`config.mk`:
```
export PLATFORM = sky130hd
export DESIGN_NAME = load_merge
export DESIGN_NICKNAME = d
export VERILOG_FILES = /design/src/verilog/cache_pkg.sv /design/src/verilog/wbuf_pkg.sv /design/src/verilog/load_merge.sv
export SDC_FILE = /design/constraint.sdc
export NUM_CORES = 1
export LEC_CHECK = 0
export BUFFER_PORTS_ARGS = -buffer_cell sky130_fd_sc_hd__buf_2
export CORE_UTILIZATION = 28
export CTS_CLUSTER_SIZE = 16
export DETAILED_ROUTE_END_ITERATION = 10
export GPL_ROUTABILITY_DRIVEN = 1
export PLACE_DENSITY = 0.9
export SETUP_SLACK_MARGIN = 0.2
export SLEW_MARGIN = 20
export SYNTH_ARGS = -nofsm -noshare
export SYNTH_HDL_FRONTEND = slang
export SYNTH_SLANG_ARGS = --single-unit
export TNS_END_PERCENT = 10
```
`constraint.sdc`:
```
create_clock -name clk_i -period 1.51 [get_ports clk_i]
set_clock_uncertainty 0.2 [all_clocks]
set_input_delay 0.3775 -clock clk_i [delete_from_list [all_inputs] [get_ports clk_i]]
set_output_delay 0.3775 -clock clk_i [all_outputs]
set_load 0.1 [all_outputs]
```
`src/verilog/cache_pkg.sv`:
```
package cache_pkg;

  // address and data geometry
  localparam int ADDR_W = 32;
  localparam int WORD_W = 32;
  localparam int MASK_W = 4;
  localparam int BYTE_W = WORD_W / MASK_W;

  // way organisation
  localparam int NUM_WAYS = 2;
  localparam int LG_LINES = 6;       // lines per way
  localparam int LG_BLOCK = 2;       // words per line
  localparam int INDEX_W = LG_LINES + LG_BLOCK;
  localparam int INDEX_LSB = 2;      // word index starts above the byte offset

  typedef logic [ADDR_W-1:0] addr_t;
  typedef logic [WORD_W-1:0] word_t;
  typedef logic [MASK_W-1:0] mask_t;
  typedef logic [INDEX_W-1:0] index_t;

endpackage

```
`src/verilog/wbuf_pkg.sv`:
```
package wbuf_pkg;

  import cache_pkg::*;

  localparam int WBUF_ELS = 2;

  // occupancy 0..WBUF_ELS
  typedef logic [$clog2(WBUF_ELS+1)-1:0] count_t;

  // one committed store waiting for the data memory
  typedef struct packed {
    addr_t addr;
    word_t data;
    mask_t mask;
    logic  set;   // target way
  } wbuf_entry_t;

  // bytes forwarded to a load, valid per byte lane
  typedef struct packed {
    word_t data;
    mask_t valid;
  } bypass_t;

endpackage

```
`src/verilog/load_merge.sv`:
```
`timescale 1ns/100ps

module load_merge
  import cache_pkg::*;
  import wbuf_pkg::*;
(
  input  logic    clk_i,
  input  logic    rst_n_i,
  input  logic    load_v_i,
  input  word_t   mem_data_i,
  input  bypass_t bypass_i,
  output word_t   load_data_o,
  output logic    load_v_o
);

  logic load_v_r;

  // memory read data and bypass bytes are both one cycle behind the request
  always_ff @(posedge clk_i) begin
    if (!rst_n_i) begin
      load_v_r <= 1'b0;
    end else begin
      load_v_r <= load_v_i;
    end
  end

  assign load_v_o = load_v_r;

  always_comb begin
    for (int b = 0; b < MASK_W; b++) begin
      load_data_o[b*BYTE_W +: BYTE_W] = bypass_i.valid[b] ? bypass_i.data[b*BYTE_W +: BYTE_W]
                                                          : mem_data_i[b*BYTE_W +: BYTE_W];
    end
  end

endmodule

```
==> impl_metrics.ini <==
[yosys]
synth_warnings = 0
synth_edf_count = 0
synth_area_leaders = mux2_4 87%, buf_6 8.2%, dfxtp_1 3.6%
synth_fp_nets = 109
synth_common_cells = 32 x mux2_4, 4 x buf_6, 1 x and2_1, 1 x dfxtp_1
ys.flop_type = dfxtp_1
syn_avg_cell_area_sq_um = 14.52
ys_types = 4
yosysMostFrequentCell = mux2_4
synth_area_leader_cell = mux2_4
synthArstFlopShare_pct = 0
netlist_area_sq_um = 551.8
synth_top_area_share_pct = 87.07
ys_seq_area_share_pct = 3.628
ys_ff_latch = 1
syn_inst = 38

[floorplan]
initial_core_util_pct = 30.95
die-area_sq_um = 2152
rows = 15
dieHeight_um = 46.39
core_sq_um = 1783
die_w_um = 46.39
ios = 104

[grt]
grt_pass1_vias = 802
grt_usage_pct = 20.80
antenna_found_initial = 0
grt_pass1_wl_um = 3305
grt_max_degree = 9
grt.overflow.total = 0

[sta]
worst_pin_slew_ns = 0.1204
setup_violations = 32
period_share_pct = 103.6
tns_ns = -1.514
layout_min_cycle_time_ns = 1.565
fin_ws_ns = -0.05506
hold_viol_final = 0
rsz0062_at_grt = true
fmax_ghz = 0.6390
maxSlewViolCount = 0
max_slew_margin_pct = 91.96

[drt]
drc = 0
wl_per_cell_um = 14.15
first_pass_iters = 4
routed_via_density = 4.407
drtIter0Drc = 3
ant_nets = 0
wirelength_um = 2292
vias = 714

[finish]
synthToLayoutAreaGrowth_pct = 191.6
antenna_cells = 0
multi_input_area_sq_um = 486.7
largest_register_ffs = 1
num-fill-cells = 75
fin_util_pct = 90.25
nets = 210
drive_gt1_share_pct = 98.54
final-seq-area_sq_um = 20.02
postLayoutCellArea_sq_um = 1609

[pwr]
power_frac_clock_pct = 0
combPwrFrac_pct = 97.3
power.leakage_nw = 0.8805
swShare_pct = 57.64
switching_power_mw = 0.6415
intPower_mw = 0.4715
ir_drop_v = 0.0004693
p_per_area_nw_per_um2 = 691.8
pwr-share-seq_pct = 2.7

[critical_path]
cp_max_fo = 8
arrival_ns = 0.99
worst_path_most_repeated_cell = buf_12
slowest_delay_ns = 0.31
critPathLaunchType = primary input
slowest_stage = mux2_4
critPathCaptureType = output port
worstPathCellList = buf_12 -> mux2_4 -> buf_12
required_ns = 0.93
path_class = in2out

[clocking]
clk_pin_slew_worst_paths_ns = 0
cts_resized = 140
cts_hold_buf = 0
post-cts-setup-buffers = 0

[status]
violations = setup timing
outcome = finished with violations

[job]
maxCapViolations = 0

[min_path]
hp-class = in2reg

[placement]
io_buffers = 103
post-place-ws_ns = -0.3077
hpwlAfterDp_um = 1626
gp_congestion = 0.7884
dpl_cell_area_sq_um = 1084
==> placed cells by master (no fill, tap or decap), drive strengths merged <==
cell   synthesis  layout
and2           1       1
buf            4     103
dfxtp          1       1
mux2          32      32
==> power groups by stage <==
stage,clock [mW],combinational (mW),sequential (mW)
floorplan,0,0.669,0.0391
global placement,0,0.805,0.0295
detailed placement,0,0.814,0.0297
CTS,0,1.08,0.0297
global route,0,1.11,0.0298
finish,0,1.08,0.0297
==> metal layers <==
layer,share of wire [%],track usage (%),vias up
li1,-,-,341
met1,27,16.09,306
met2,62,46.67,61
met3,8.5,3.922,6
met4,2.3,7.647,0
met5,0,0,-
==> cell type report <==
class                           instances  share of cell area (%)
Multi-Input combinational cell         33                   30.25
Tap cell                               25                   1.944
Timing Repair Buffer                  103                   66.56
Sequential cell                         1                   1.244
==> logic make-up (layout without fill, tap and decap cells) <==
family | count (synthesis) | in the layout | synth area share [%]
DFF | 1 | 1 | 3.628
and+or+nand+nor | 1 | 1 | 1.135
muxes | 32 | 32 | 87.07
buffers and inverters | 4 | 103 | 8.163
==> critical path: cells and delay by family <==
kind     cells  cell delay (ns)
buf+inv      2             0.29
mux          1             0.31
==> through the flow <==
step | instances | hold slack [ns] | power, mW
floorplan | 38 | 0.2992 | 0.7080
global placement | 162 | 0.3815 | 0.8345
detailed placement | 162 | 0.4033 | 0.8440
CTS | 162 | 0.4044 | 1.109
global route | 162 | 0.3997 | 1.139
finish | 162 | 0.3995 | 1.113
==> final timing paths <==
check	cells after the start	from	endpoint	slack, ns
hold / removal	2	load_v_i	load_v_o	0.40
setup / recovery	3	bypass_i[2]	load_data_o[17]	-0.06
(Power assumes the default switching activity.)
