## config.mk

```make
export PLATFORM = sky130hd
export DESIGN_NAME = write_buffer
export DESIGN_NICKNAME = d
export VERILOG_FILES = /design/src/verilog/cache_pkg.sv /design/src/verilog/wbuf_pkg.sv /design/src/verilog/write_buffer_queue.sv /design/src/verilog/write_buffer.sv
export SDC_FILE = /design/constraint.sdc
export NUM_CORES = 1
export LEC_CHECK = 0
export ABC_AREA = 1
export BUFFER_PORTS_ARGS = -buffer_cell sky130_fd_sc_hd__buf_2
export CORE_MARGIN = 1
export CORE_UTILIZATION = 40
export DETAILED_ROUTE_END_ITERATION = 10
export PLACE_DENSITY = 0.68
export SLEW_MARGIN = 20
export SYNTH_ARGS = -nofsm -noshare
export SYNTH_HDL_FRONTEND = slang
export SYNTH_SLANG_ARGS = --single-unit
```

## constraint.sdc

```tcl
create_clock -name clk_i -period 4.6 [get_ports clk_i]
set_input_delay 0.46 -clock clk_i [delete_from_list [all_inputs] [get_ports clk_i]]
set_output_delay 0.46 -clock clk_i [all_outputs]
set_load 0.03 [all_outputs]
```

## src/verilog/cache_pkg.sv

```systemverilog
package cache_pkg;

  // address and data geometry
  localparam int ADDR_W = 32;
  localparam int WORD_W = 32;
  localparam int MASK_W = 4;
  localparam int BYTE_W = WORD_W / MASK_W;

  // way organisation
  localparam int NUM_WAYS = 2;
  localparam int LG_LINES = 6;       // lines per way
  localparam int LG_BLOCK = 2;       // words per line
  localparam int INDEX_W = LG_LINES + LG_BLOCK;
  localparam int INDEX_LSB = 2;      // word index starts above the byte offset

  typedef logic [ADDR_W-1:0] addr_t;
  typedef logic [WORD_W-1:0] word_t;
  typedef logic [MASK_W-1:0] mask_t;
  typedef logic [INDEX_W-1:0] index_t;

endpackage

```

## src/verilog/wbuf_pkg.sv

```systemverilog
package wbuf_pkg;

  import cache_pkg::*;

  localparam int WBUF_ELS = 2;

  // occupancy 0..WBUF_ELS
  typedef logic [$clog2(WBUF_ELS+1)-1:0] count_t;

  // one committed store waiting for the data memory
  typedef struct packed {
    addr_t addr;
    word_t data;
    mask_t mask;
    logic  set;   // target way
  } wbuf_entry_t;

  // bytes forwarded to a load, valid per byte lane
  typedef struct packed {
    word_t data;
    mask_t valid;
  } bypass_t;

endpackage

```

## src/verilog/write_buffer_queue.sv

```systemverilog
`timescale 1ns/100ps

module write_buffer_queue
  import wbuf_pkg::*;
(
  input  logic        clk_i,
  input  wbuf_entry_t data_i,
  input  logic        el0_en_i,
  input  logic        el1_en_i,
  input  logic        mux0_sel_i,
  input  logic        mux1_sel_i,
  output wbuf_entry_t el0_o,
  output wbuf_entry_t el1_o,
  output wbuf_entry_t final_o
);

  wbuf_entry_t el0_r;
  wbuf_entry_t el1_r;
  wbuf_entry_t el1_n;

  // slot 1 is the older entry, it takes slot 0 when that one is occupied
  assign el1_n = mux0_sel_i ? el0_r : data_i;

  always_ff @(posedge clk_i) begin
    if (el0_en_i) begin
      el0_r <= data_i;
    end
    if (el1_en_i) begin
      el1_r <= el1_n;
    end
  end

  // empty buffer passes the incoming store straight through
  assign final_o = mux1_sel_i ? el1_r : data_i;

  assign el0_o = el0_r;   // snoop taps for bypass
  assign el1_o = el1_r;

endmodule

```

## src/verilog/write_buffer.sv

```systemverilog
`timescale 1ns/100ps

module write_buffer
  import cache_pkg::*;
  import wbuf_pkg::*;
(
  input  logic        clk_i,
  input  logic        rst_n_i,
  input  wbuf_entry_t store_i,
  input  logic        store_v_i,
  input  logic        data_mem_free_i,
  input  addr_t       load_addr_i,
  input  logic        load_v_i,
  output wbuf_entry_t mem_wr_o,
  output logic        mem_we_o,
  output bypass_t     bypass_o,
  output logic        full_o,
  output logic        empty_o
);

  count_t      num_els_r;
  logic        el0_valid;
  logic        el1_valid;
  logic        el0_en;
  logic        el1_en;
  logic        drain;
  wbuf_entry_t el0;
  wbuf_entry_t el1;
  logic        hit0;
  logic        hit1;
  logic        hit2;
  mask_t       sel0;
  mask_t       sel1;
  mask_t       sel2;
  bypass_t     bypass_n;

  // el1 holds the oldest entry, el0 only fills when two are buffered
  assign el0_valid = (num_els_r == count_t'(WBUF_ELS));
  assign el1_valid = (num_els_r != '0);

  assign full_o  = el0_valid;
  assign empty_o = ~el1_valid;

  assign drain    = (el1_valid | store_v_i) & data_mem_free_i;
  assign mem_we_o = drain;

  // a slot moves whenever the head leaves, else only fills when free
  assign el0_en = drain | ~el0_valid;
  assign el1_en = drain | ~el1_valid;

  always_ff @(posedge clk_i) begin
    if (!rst_n_i) begin
      num_els_r <= '0;
    end else begin
      num_els_r <= num_els_r + count_t'(store_v_i) - count_t'(drain);
    end
  end

  write_buffer_queue u_queue (
    .clk_i      (clk_i),
    .data_i     (store_i),
    .el0_en_i   (el0_en),
    .el1_en_i   (el1_en),
    .mux0_sel_i (el0_valid),
    .mux1_sel_i (el1_valid),
    .el0_o      (el0),
    .el1_o      (el1),
    .final_o    (mem_wr_o)
  );

  // word address compare, byte offset ignored
  assign hit0 = el0_valid & (load_addr_i[ADDR_W-1:INDEX_LSB] == el0.addr[ADDR_W-1:INDEX_LSB]);
  assign hit1 = el1_valid & (load_addr_i[ADDR_W-1:INDEX_LSB] == el1.addr[ADDR_W-1:INDEX_LSB]);
  assign hit2 = store_v_i & (load_addr_i[ADDR_W-1:INDEX_LSB] == store_i.addr[ADDR_W-1:INDEX_LSB]);

  assign sel0 = {MASK_W{hit0}} & el0.mask;
  assign sel1 = {MASK_W{hit1}} & el1.mask;
  assign sel2 = {MASK_W{hit2}} & store_i.mask;

  // youngest wins: incoming store, then el0, then el1
  always_comb begin
    for (int b = 0; b < MASK_W; b++) begin
      if (sel2[b]) begin
        bypass_n.data[b*BYTE_W +: BYTE_W] = store_i.data[b*BYTE_W +: BYTE_W];
      end else if (sel0[b]) begin
        bypass_n.data[b*BYTE_W +: BYTE_W] = el0.data[b*BYTE_W +: BYTE_W];
      end else begin
        bypass_n.data[b*BYTE_W +: BYTE_W] = el1.data[b*BYTE_W +: BYTE_W];
      end
    end
    bypass_n.valid = {MASK_W{load_v_i}} & (sel0 | sel1 | sel2);
  end

  always_ff @(posedge clk_i) begin
    bypass_o <= bypass_n;   // lines up with the registered memory read
  end

  a_no_overflow: assert property (@(posedge clk_i) disable iff (!rst_n_i)
    (store_v_i && full_o) |-> mem_we_o)
    else $error("store accepted while write buffer full and not draining");

  a_count_range: assert property (@(posedge clk_i) disable iff (!rst_n_i)
    num_els_r <= count_t'(WBUF_ELS))
    else $error("write buffer occupancy out of range");

endmodule

```

==> results.json, run 1 <==
{
  "status": "finished clean",
  "dp_hpwl_um": 21820,
  "htreeDepth": 4,
  "drt-wirelength-per-cell_um": 15.69,
  "routed_wl_um": 29480,
  "synth_area_leaders": "edfxtp_1 42%, nand2_1 21%, inv_1 7.8%",
  "power_density_mw_per_mm2": 555.9,
  "placementRows": 57,
  "post_cts_buffers": 0,
  "track_usage": 0.2355,
  "worstMarginPinSlew_ns": 1.104,
  "synth_cell_type_count": 32,
  "synth_top_area_cell": "edfxtp_1",
  "fin_tns_setup_ns": 0,
  "fmax_ghz": 0.3853,
  "clockBufferDepth": 2,
  "cts_resized": 0,
  "vias": 9054,
  "core_area_mm2": 0.02432,
  "grt_pass1_vias": 8377,
  "drv_cap": 0,
  "grt_pass1_wl_um": 45930,
  "setup_viol": 0,
  "r2r_setup_slack_ns": 2.00,
  "rsz0062_at_grt": "false",
  "cpPeakStageDelay_ns": 0.73,
  "slowest_stage": "nand2_4",
  "post-place-ws_ns": 2.002,
  "synth_cells": 1341,
  "ctsHoldBuffers": 0,
  "synth_commonest_cells": "544 x nand2_1, 205 x inv_1, 138 x edfxtp_1, 133 x o21ai_0, 91 x nand3_1",
  "numPortBuffers": 211,
  "slew_headroom": 0.2643,
  "instances_no_fill": 1879,
  "drc": 0,
  "die_w_um": 159.3,
  "start_util": 0.4069,
  "crit_type": "reg2reg",
  "crit_top_cell": "nand2_4",
  "peakVddDrop_v": 0.0002669,
  "synth.avg_cell_area_um2": 7.379,
  "internal_power_mw": 3.719,
  "drtIter0Drc": 811,
  "die-area_mm2": 0.02537,
  "clk_pin_slew_ns": 0.07,
  "power.total_mw": 6.616,
  "min_period_ns": 2.595,
  "cts_tree": "done",
  "ys_async_sr_fraction": 0,
  "dr.pass1.iters": 7,
  "final_nets": 1647,
  "ys_ff_latch": 176,
  "worst_hold_slack_ns": 0.2349,
  "dp_cells": 1844,
  "ant_nets": 0,
  "arrival_ns": 2.54,
  "p_clk_frac": 0.231,
  "setup_ws_ns": 2.005,
  "grt_overflow_total": 0,
  "crit_required_ns": 4.55,
  "power_switching_mw": 2.897,
  "worst_skew_pair.late_latency_ns": 0.44,
  "synth.most_common_cell": "nand2_1",
  "endpoint_kind": "flip-flop",
  "io-pin-count": 214,
  "p_leak_nw": 6.246,
  "drive_above_1_share": 0.1901,
  "fin_crit_sh": 0.5642,
  "hold_class": "in2reg",
  "ys_seq_area_frac": 0.4956,
  "p_sw_frac": 0.4379,
  "numCtsBuffers": 17,
  "area_growth_syn_to_layout_pct": 20.27,
  "gp_congestion": 0.9806,
  "hold_viol": 0,
  "cts-root-buf": "clkbuf_16",
  "synth.top_cell.area_share": 0.4188,
  "cp_max_fo": 69,
  "via_per_inst": 4.819,
  "seqPwrFrac": 0.364,
  "yosys_most_used_dff": "edfxtp_1",
  "yosys_warnings": 0,
  "worstPathCellList": "nand2_4, inv_1, nand2_4",
  "syn_nets": 1449,
  "synth-edff-count": 138,
  "start_kind": "flip-flop",
  "skew_ns": 0.01324,
  "grt_max_degree": 80,
  "antenna_found_initial": 4,
  "die_y_um": 159.3,
  "pwr-share-comb": 0.405,
  "finalMaxSlewViolations": 0,
  "syn_area_mm2": 0.009896,
  "clkSinkCount": 176
}
==> area by class of cell <==
cell class,instances,area [µm²]
fillers,2387,12420
inverters,229,879.6
clock buffers,17,425.4
repair buffers,216,1094
multi-input cells,899,3989
diodes,3,7.507
well taps,324,405.4
clock inverters,15,196.4
flip-flops and latches,176,4905
==> layer usage <==
layer / vias up / global-route usage / routed length (µm)
li1: 4615 / - / -
met2: 335 / 0.3730 / 13190
met5: - / 0 / 22
met1: 4046 / 0.3230 / 13460
met4: 4 / 0.08392 / 787
met3: 54 / 0.04272 / 2022
==> worst max-delay path, delay by kind of cell (launching register included) <==
kind	cells	cell delay, ns
AND/OR/NAND/NOR	2	1.05
flip-flops	1	0.45
buffers and inverters	1	0.58
==> power groups by stage <==
stage | sequential [mW] | combinational (mW) | clock [mW]
after floorplan | 2.62 | 1.67 | 0
after global placement | 2.43 | 2.64 | 0
after detailed placement | 2.44 | 2.68 | 0
after CTS | 2.41 | 2.69 | 1.56
after global routing | 2.46 | 2.94 | 1.62
final | 2.41 | 2.68 | 1.53
==> state kept, by name (all words and copies together), names as in the netlist <==
register	count
bypass_o	36
num_els_r	2
u_queue.el0_o	69
u_queue.el1_o	69
==> final timing paths <==
path                     start  cells past startpoint                 to
max               num_els_r[1]                      3  u_queue.el0_o[49]
min                    rst_n_i                      3       num_els_r[0]
max reg2reg       num_els_r[1]                      3  u_queue.el0_o[49]
min reg2reg  u_queue.el0_o[38]                      2  u_queue.el1_o[38]
==> per-stage QoR <==
step             util  instance area, µm²
5_1_grt        0.4891               11890
6_report       0.4894               11900
2_1_floorplan       -                9896
3_5_place_dp   0.4635               11270
3_3_place_gp   0.4635               11270
4_1_cts        0.4891               11890
==> cell usage in the layout (no fill, tap or decap), types with 3 or more instances in the layout <==
cell type,n
inv_6,4
nand2_2,4
diode_2,3
nor2_2,3
buf_2,211
clkinv_4,5
buf_4,5
clkinv_8,5
xnor2_1,14
clkbuf_16,17
nand3_1,91
inv_2,17
inv_8,3
nand2_1,541
nor2_1,66
clkinv_1,3
edfxtp_1,138
o21ai_0,133
nand3_4,4
inv_1,205
dfxtp_1,38
nand4_1,18
nand3_2,5
nand2_4,5
==> cells by family (layout without fill, tap and decap cells) <==
group,Yosys count,in the layout,synth area share
AO/OA/AOI/OAI,136,136,0.06904
buffers and inverters,266,477,0.1043
AND/OR/NAND/NOR,746,746,0.3152
other,0,3,0
adder cells (fa/ha/maj),2,2,0.002528
flip-flops,176,176,0.4956
XOR/XNOR,15,15,0.01328
Power figures use the tool's default switching activity.
==> run 2: changes to the inputs <==
--- a/config.mk
+++ b/config.mk
@@ -5,12 +5,12 @@
 export SDC_FILE = /design/constraint.sdc
 export NUM_CORES = 1
 export LEC_CHECK = 0
-export ABC_AREA = 1
+export ABC_AREA = 0
 export BUFFER_PORTS_ARGS = -buffer_cell sky130_fd_sc_hd__buf_2
 export CORE_MARGIN = 1
 export CORE_UTILIZATION = 40
 export DETAILED_ROUTE_END_ITERATION = 10
-export PLACE_DENSITY = 0.68
+export PLACE_DENSITY = 0.71
 export SLEW_MARGIN = 20
 export SYNTH_ARGS = -nofsm -noshare
 export SYNTH_HDL_FRONTEND = slang
==> constraint.sdc (replaced) <==
create_clock -name clk_i -period 2.3 [get_ports clk_i]
set_input_delay 0.23 -clock clk_i [delete_from_list [all_inputs] [get_ports clk_i]]
set_output_delay 0.23 -clock clk_i [all_outputs]
set_load 0.03 [all_outputs]
==> results.json, run 2 <==
{
  "status": "finished clean",
  "cts_tree": "done",
  "cpPeakStageDelay_ns": 0.39,
  "synth_cells": 567,
  "r2r_start": "u_queue.el0_o[46]",
  "crit_required_ns": 2.61,
  "drv_cap": 0,
  "core_area_mm2": 0.02122,
  "clkSinkCount": 176,
  "power_density_mw_per_mm2": 1258,
  "p_leak_nw": 4.456,
  "ys_ff_latch": 176,
  "synth_commonest_cells": "170 x mux2_2, 138 x edfxtp_1, 66 x xnor2_1, 38 x dfxtp_1, 32 x mux2_4",
  "syn_area_mm2": 0.008731,
  "power.total_mw": 13.88,
  "routed_wl_um": 20850,
  "crit_type": "reg2reg",
  "hold_viol": 0,
  "htreeDepth": 4,
  "whs_path_depth": 2,
  "peakVddDrop_v": 0.0006313,
  "worstRegToRegCells": 8,
  "setup_ws_ns": 0.03397,
  "yosys_most_used_dff": "edfxtp_1",
  "track_usage": 0.1918,
  "rsz0062_at_grt": "true",
  "synth_cell_type_count": 32,
  "final_common_cell": "buf_2",
  "dr.pass1.iters": 4,
  "synth_area_leaders": "edfxtp_1 47%, mux2_2 22%, dfxtp_1 8.7%",
  "setup_viol": 0,
  "grt_pass1_wl_um": 31820,
  "area_growth_syn_to_layout_pct": 26.31,
  "post-place-ws_ns": -0.1245,
  "synth.top_cell.area_share": 0.4746,
  "synth.avg_cell_area_um2": 15.40,
  "worstMarginPinSlew_ns": 0.5069,
  "antenna_found_initial": 1,
  "synth_top_area_cell": "edfxtp_1",
  "grt_pass1_vias": 5574,
  "numPortBuffers": 211,
  "via_per_inst": 5.069,
  "synth-edff-count": 138,
  "skew_ns": 0.01025,
  "layout_common_cells": "211 x buf_2, 170 x mux2_2, 138 x edfxtp_1",
  "numCtsBuffers": 17,
  "finalMaxSlewViolations": 0,
  "start_kind": "flip-flop",
  "cts-root-buf": "clkbuf_16",
  "fin_crit_sh": 0.9852,
  "vias": 5561,
  "critPathTopFamily": "simple AND/OR/NAND/NOR gates",
  "clk_pin_slew_ns": 0.07,
  "final_util": 0.5197,
  "placementRows": 53,
  "r2r_setup_slack_ns": 0.03,
  "grt_max_degree": 72,
  "endpoint_kind": "flip-flop",
  "ys_async_sr_fraction": 0,
  "slew_headroom": 0.6621,
  "worstPathCellList": "buf_4, inv_1, o22ai_1, nor4_4, buf_12, nand4_4, mux2_2, mux2_4",
  "fillers": 1834,
  "start_util": 0.4114,
  "drtIter0Drc": 259,
  "syn_nets": 675,
  "drt-wirelength-per-cell_um": 19.00,
  "ant_nets": 0,
  "yosys_warnings": 0,
  "min_period_ns": 2.266,
  "io-pin-count": 214,
  "seqCellArea_mm2": 0.004905,
  "die_y_um": 149.7,
  "multi_input_area_mm2": 0.003777,
  "cp_max_fo": 8,
  "synth.most_common_cell": "mux2_2",
  "die_w_um": 149.7,
  "dp_hpwl_um": 14550,
  "clockBufferDepth": 2,
  "diodes": 0,
  "rr_endpoint": "bypass_o[31]",
  "die-area_mm2": 0.02242,
  "hold_class": "in2reg",
  "worst_skew_pair.late_latency_ns": 0.42,
  "arrival_ns": 2.57,
  "drc": 0,
  "gp_congestion": 0.8230,
  "slowest_stage": "nor4_4",
  "drive_above_1_share": 0.5925,
  "holdPathEnd": "num_els_r[1]",
  "worstHoldStart": "rst_n_i",
  "ys_seq_area_frac": 0.5618,
  "final_nets": 917,
  "fmax_ghz": 0.4413,
  "path_buf_inv": 3,
  "grt_overflow_total": 0
}
==> run 2: changes by cell type after synthesis, sizes merged, moves of 7 or more <==
cell    change
inv       -213
nand2     -537
o21ai     -132
nand3      -93
clkbuf     -13
clkinv      -7
xor2       +18
xnor2      +52
nor2       -69
buf         -8
nor4       +10
mux2      +202
==> run 2: kinds of logic after synthesis <==
logic type,count (synthesis),synth area share
flops,176,0.5618
fa+ha+maj,2,0.002866
simple gates,67,0.05603
mux,202,0.2743
compound gates,10,0.008168
xor+xnor,85,0.08527
buf+inv,25,0.01161
==> run 2: through the flow <==
stage	setup TNS, ns	cells	area [µm²]	hold slack, ns
finish	0	1097	11030	0.02734
global route	-1.553	1097	11030	0.005996
global placement	-1.596	1061	10380	0.4350
detailed placement	-2.623	1061	10380	0.4378
floorplan	-4.728	567	8742	0.3289
CTS	-0.1605	1097	11000	0.002360
==> run 2: worst max-delay path by stage <==
stage / cells past startpoint / slack, ns / to / from
4_1_cts: 7 / -0.03 / bypass_o[31] / u_queue.el0_o[49]
3_3_place_gp: 7 / -0.07 / bypass_o[32] / u_queue.el0_o[54]
5_1_grt: 7 / -0.09 / bypass_o[28] / u_queue.el0_o[39]
6_report: 8 / 0.03 / bypass_o[31] / u_queue.el0_o[46]
2_1_floorplan: 6 / -0.15 / bypass_o[10] / u_queue.el0_o[54]
3_5_place_dp: 7 / -0.12 / bypass_o[34] / u_queue.el0_o[54]
==> run 2: repair_timing <==
action / in CTS / in global routing
setup endpoints to repair: 32 / 32
buffers inserted: 0 / 0
pin swaps: 9 / 2
hold buffers: 4 / 0
endpoints found under the hold margin: 4 / 0
gates resized for setup: 0 / 4
==> run 2: layer usage <==
metal	global-route usage	vias up	part of all wire
li1	-	2626	-
met1	0.2564	2737	0.46
met2	0.3067	179	0.47
met3	0.04360	19	0.056
met4	0.06263	0	0.015
met5	0	-	0
==> run 2: area by class of cell <==
| class | instances | area share |
|---|---|---|
| Inverter | 9 | 0.003063 |
| Multi-Input combinational cell | 366 | 0.3425 |
| Clock inverter | 13 | 0.01135 |
| Clock buffer | 19 | 0.04118 |
| Tap cell | 275 | 0.03120 |
| Sequential cell | 176 | 0.4447 |
| Timing Repair Buffer | 239 | 0.1259 |
==> run 2: report_power, final <==
| group | switching [mW] | total (mW) | internal, mW |
|---|---|---|---|
| Combinational | 3.50 | 6.03 | 2.53 |
| Clock | 1.31 | 2.89 | 1.58 |
| Sequential | 0.418 | 4.96 | 4.54 |
| Total | 5.23 | 13.9 | 8.64 |
==> run 3: changes to the inputs <==
--- a/config.mk
+++ b/config.mk
@@ -6,7 +6,7 @@
 export NUM_CORES = 1
 export LEC_CHECK = 0
 export ABC_AREA = 0
-export BUFFER_PORTS_ARGS = -buffer_cell sky130_fd_sc_hd__buf_2
+export BUFFER_PORTS_ARGS = -buffer_cell sky130_fd_sc_hd__buf_4
 export CORE_MARGIN = 1
 export CORE_UTILIZATION = 40
 export DETAILED_ROUTE_END_ITERATION = 10
==> results.json, run 3 (synthesis gave the netlist of run 2 again) <==
{
  "track_usage": 0.1972,
  "slowest_stage": "edfxtp_1",
  "placementRows": 53,
  "peakVddDrop_v": 0.0008302,
  "r2r_setup_slack_ns": -0.07,
  "grt_pass1_wl_um": 32890,
  "crit_start": "u_queue.el0_o[64]",
  "fin_crit_sh": 1.030,
  "dp_hpwl_um": 15090,
  "worstPathCellList": "xnor2_2, nand4_1, nor4_4, buf_12, nand4_4, mux2_4, mux2_4",
  "setup_ws_ns": -0.06824,
  "diodes": 0,
  "holdPathEnd": "u_queue.el0_o[57]",
  "arrival_ns": 2.68,
  "critPathTopFamily": "simple AND/OR/NAND/NOR gates",
  "routed_wl_um": 22080,
  "grt_util_met3": 0.04604,
  "layout_common_cells": "233 x buf_4, 169 x mux2_2, 138 x edfxtp_1",
  "via_per_inst": 4.988,
  "instances_no_fill": 1154,
  "numPortBuffers": 211,
  "cpPeakStageDelay_ns": 0.43,
  "whs_path_depth": 1,
  "antenna_found_initial": 0,
  "gp_congestion": 0.7884,
  "power_density_mw_per_mm2": 1222,
  "rsz0062_at_grt": "true",
  "crit_required_ns": 2.62,
  "clk_pin_slew_ns": 0.07,
  "htreeDepth": 4,
  "status": "finished with violations",
  "final_nets": 974,
  "drt-wirelength-per-cell_um": 19.13,
  "final_common_cell": "buf_4",
  "io-pin-count": 214,
  "vias": 5756,
  "drive_above_1_share": 0.5677,
  "die_w_um": 149.7,
  "path_buf_inv": 1,
  "worst_skew_pair.late_latency_ns": 0.43,
  "die_y_um": 149.7,
  "worstRegToRegCells": 7,
  "violations": "negative setup slack",
  "top_usage_layer": "met2",
  "final_util": 0.5734,
  "slew_headroom": 0.6731,
  "dp_cells": 1064,
  "grt_max_degree": 72,
  "grt.met1_usage": 0.2688,
  "clkSinkCount": 176,
  "p_leak_nw": 4.918,
  "crit_top_cell": "mux2_4",
  "ant_nets": 0,
  "cts_tree": "done",
  "start_kind": "flip-flop",
  "crit_type": "reg2reg",
  "numCtsBuffers": 17,
  "rr_endpoint": "bypass_o[34]",
  "endpoint_kind": "flip-flop",
  "clockBufferDepth": 2,
  "dr.pass1.iters": 5,
  "fmax_ghz": 0.4223,
  "core_area_mm2": 0.02122,
  "worstHoldStart": "store_i[57]",
  "area_growth_syn_to_layout_pct": 39.37,
  "skew_ns": 0.01269,
  "drc": 0,
  "min_period_ns": 2.368,
  "setup_viol": 17,
  "cts-root-buf": "clkbuf_16",
  "hold_viol": 0,
  "cp_max_fo": 8,
  "drv_cap": 0,
  "die-area_mm2": 0.02242,
  "start_util": 0.4114,
  "fillers": 1718,
  "grt_pass1_vias": 5762,
  "r2r_start": "u_queue.el0_o[64]",
  "grtUsageMet2": 0.3171,
  "grt_overflow_total": 0,
  "hold_class": "in2reg",
  "worstMarginPinSlew_ns": 0.4859,
  "finalMaxSlewViolations": 0,
  "drtIter0Drc": 274
}
==> run 3: cell count changes in the layout (fill, tap and decap cells not counted), sizes merged <==
cell	change
buf	+8
bufinv	+1
clkbuf	+3
clkinv	-1
clkinvlp	-1
dlygate4sd3	+46
nor2	+1
==> run 3: metrics by stage <==
step | setup TNS [ns] | setup WS, ns | power, mW | hold WS, ns | area [µm²]
after floorplan | -4.728 | -0.1478 | 9.255 | 0.3289 | 8742
after detailed placement | -2.753 | -0.1319 | 11.66 | 0.4248 | 10930
after CTS | -0.05932 | -0.02826 | 14.81 | 0.0003604 | 12070
after global placement | -1.708 | -0.07400 | 11.59 | 0.4254 | 10930
after global routing | -3.534 | -0.1759 | 15.53 | 0.001331 | 12170
final | -0.3949 | -0.06824 | 14.87 | 0.01880 | 12170
==> run 3: power by group <==
| part | switching, mW | internal, mW |
|---|---|---|
| Sequential | 0.429 | 4.54 |
| Combinational | 3.66 | 3.25 |
| Clock | 1.29 | 1.71 |
==> run 3: how the worst max path moves through the flow <==
stage	end	slack, ns	cells past startpoint
finish	bypass_o[34]	-0.07	7
global route	bypass_o[34]	-0.18	7
CTS	bypass_o[34]	-0.03	7
detailed placement	bypass_o[28]	-0.13	7
global placement	bypass_o[33]	-0.07	7
floorplan	bypass_o[10]	-0.15	6
==> run 3: timing repair <==
action | 4_1_cts | 5_1_grt
cloned | 0 | 3
pin swaps | 6 | 6
hold buffers | 49 | 1
endpoints found under the hold margin | 49 | 1
setup buffers | 2 | 3
resized for setup | 4 | 1
setup endpoints to repair | 79 | 70
==> run 3: layer usage <==
layer  up-vias  routed length, µm
li1       2749                  -
met1      2834              10330
met2       166              10550
met3         7               1069
met4         0                126
met5         -                  0
==> run 3: area by class of cell <==
class	count	area (µm²)	area share
Clock inverter	12	145.1	0.01193
Timing Repair Buffer	295	2491	0.2047
Clock buffer	20	466.7	0.03835
Sequential cell	176	4905	0.4031
Multi-Input combinational cell	367	3782	0.3108
Inverter	9	33.78	0.002776
Tap cell	275	344.1	0.02828
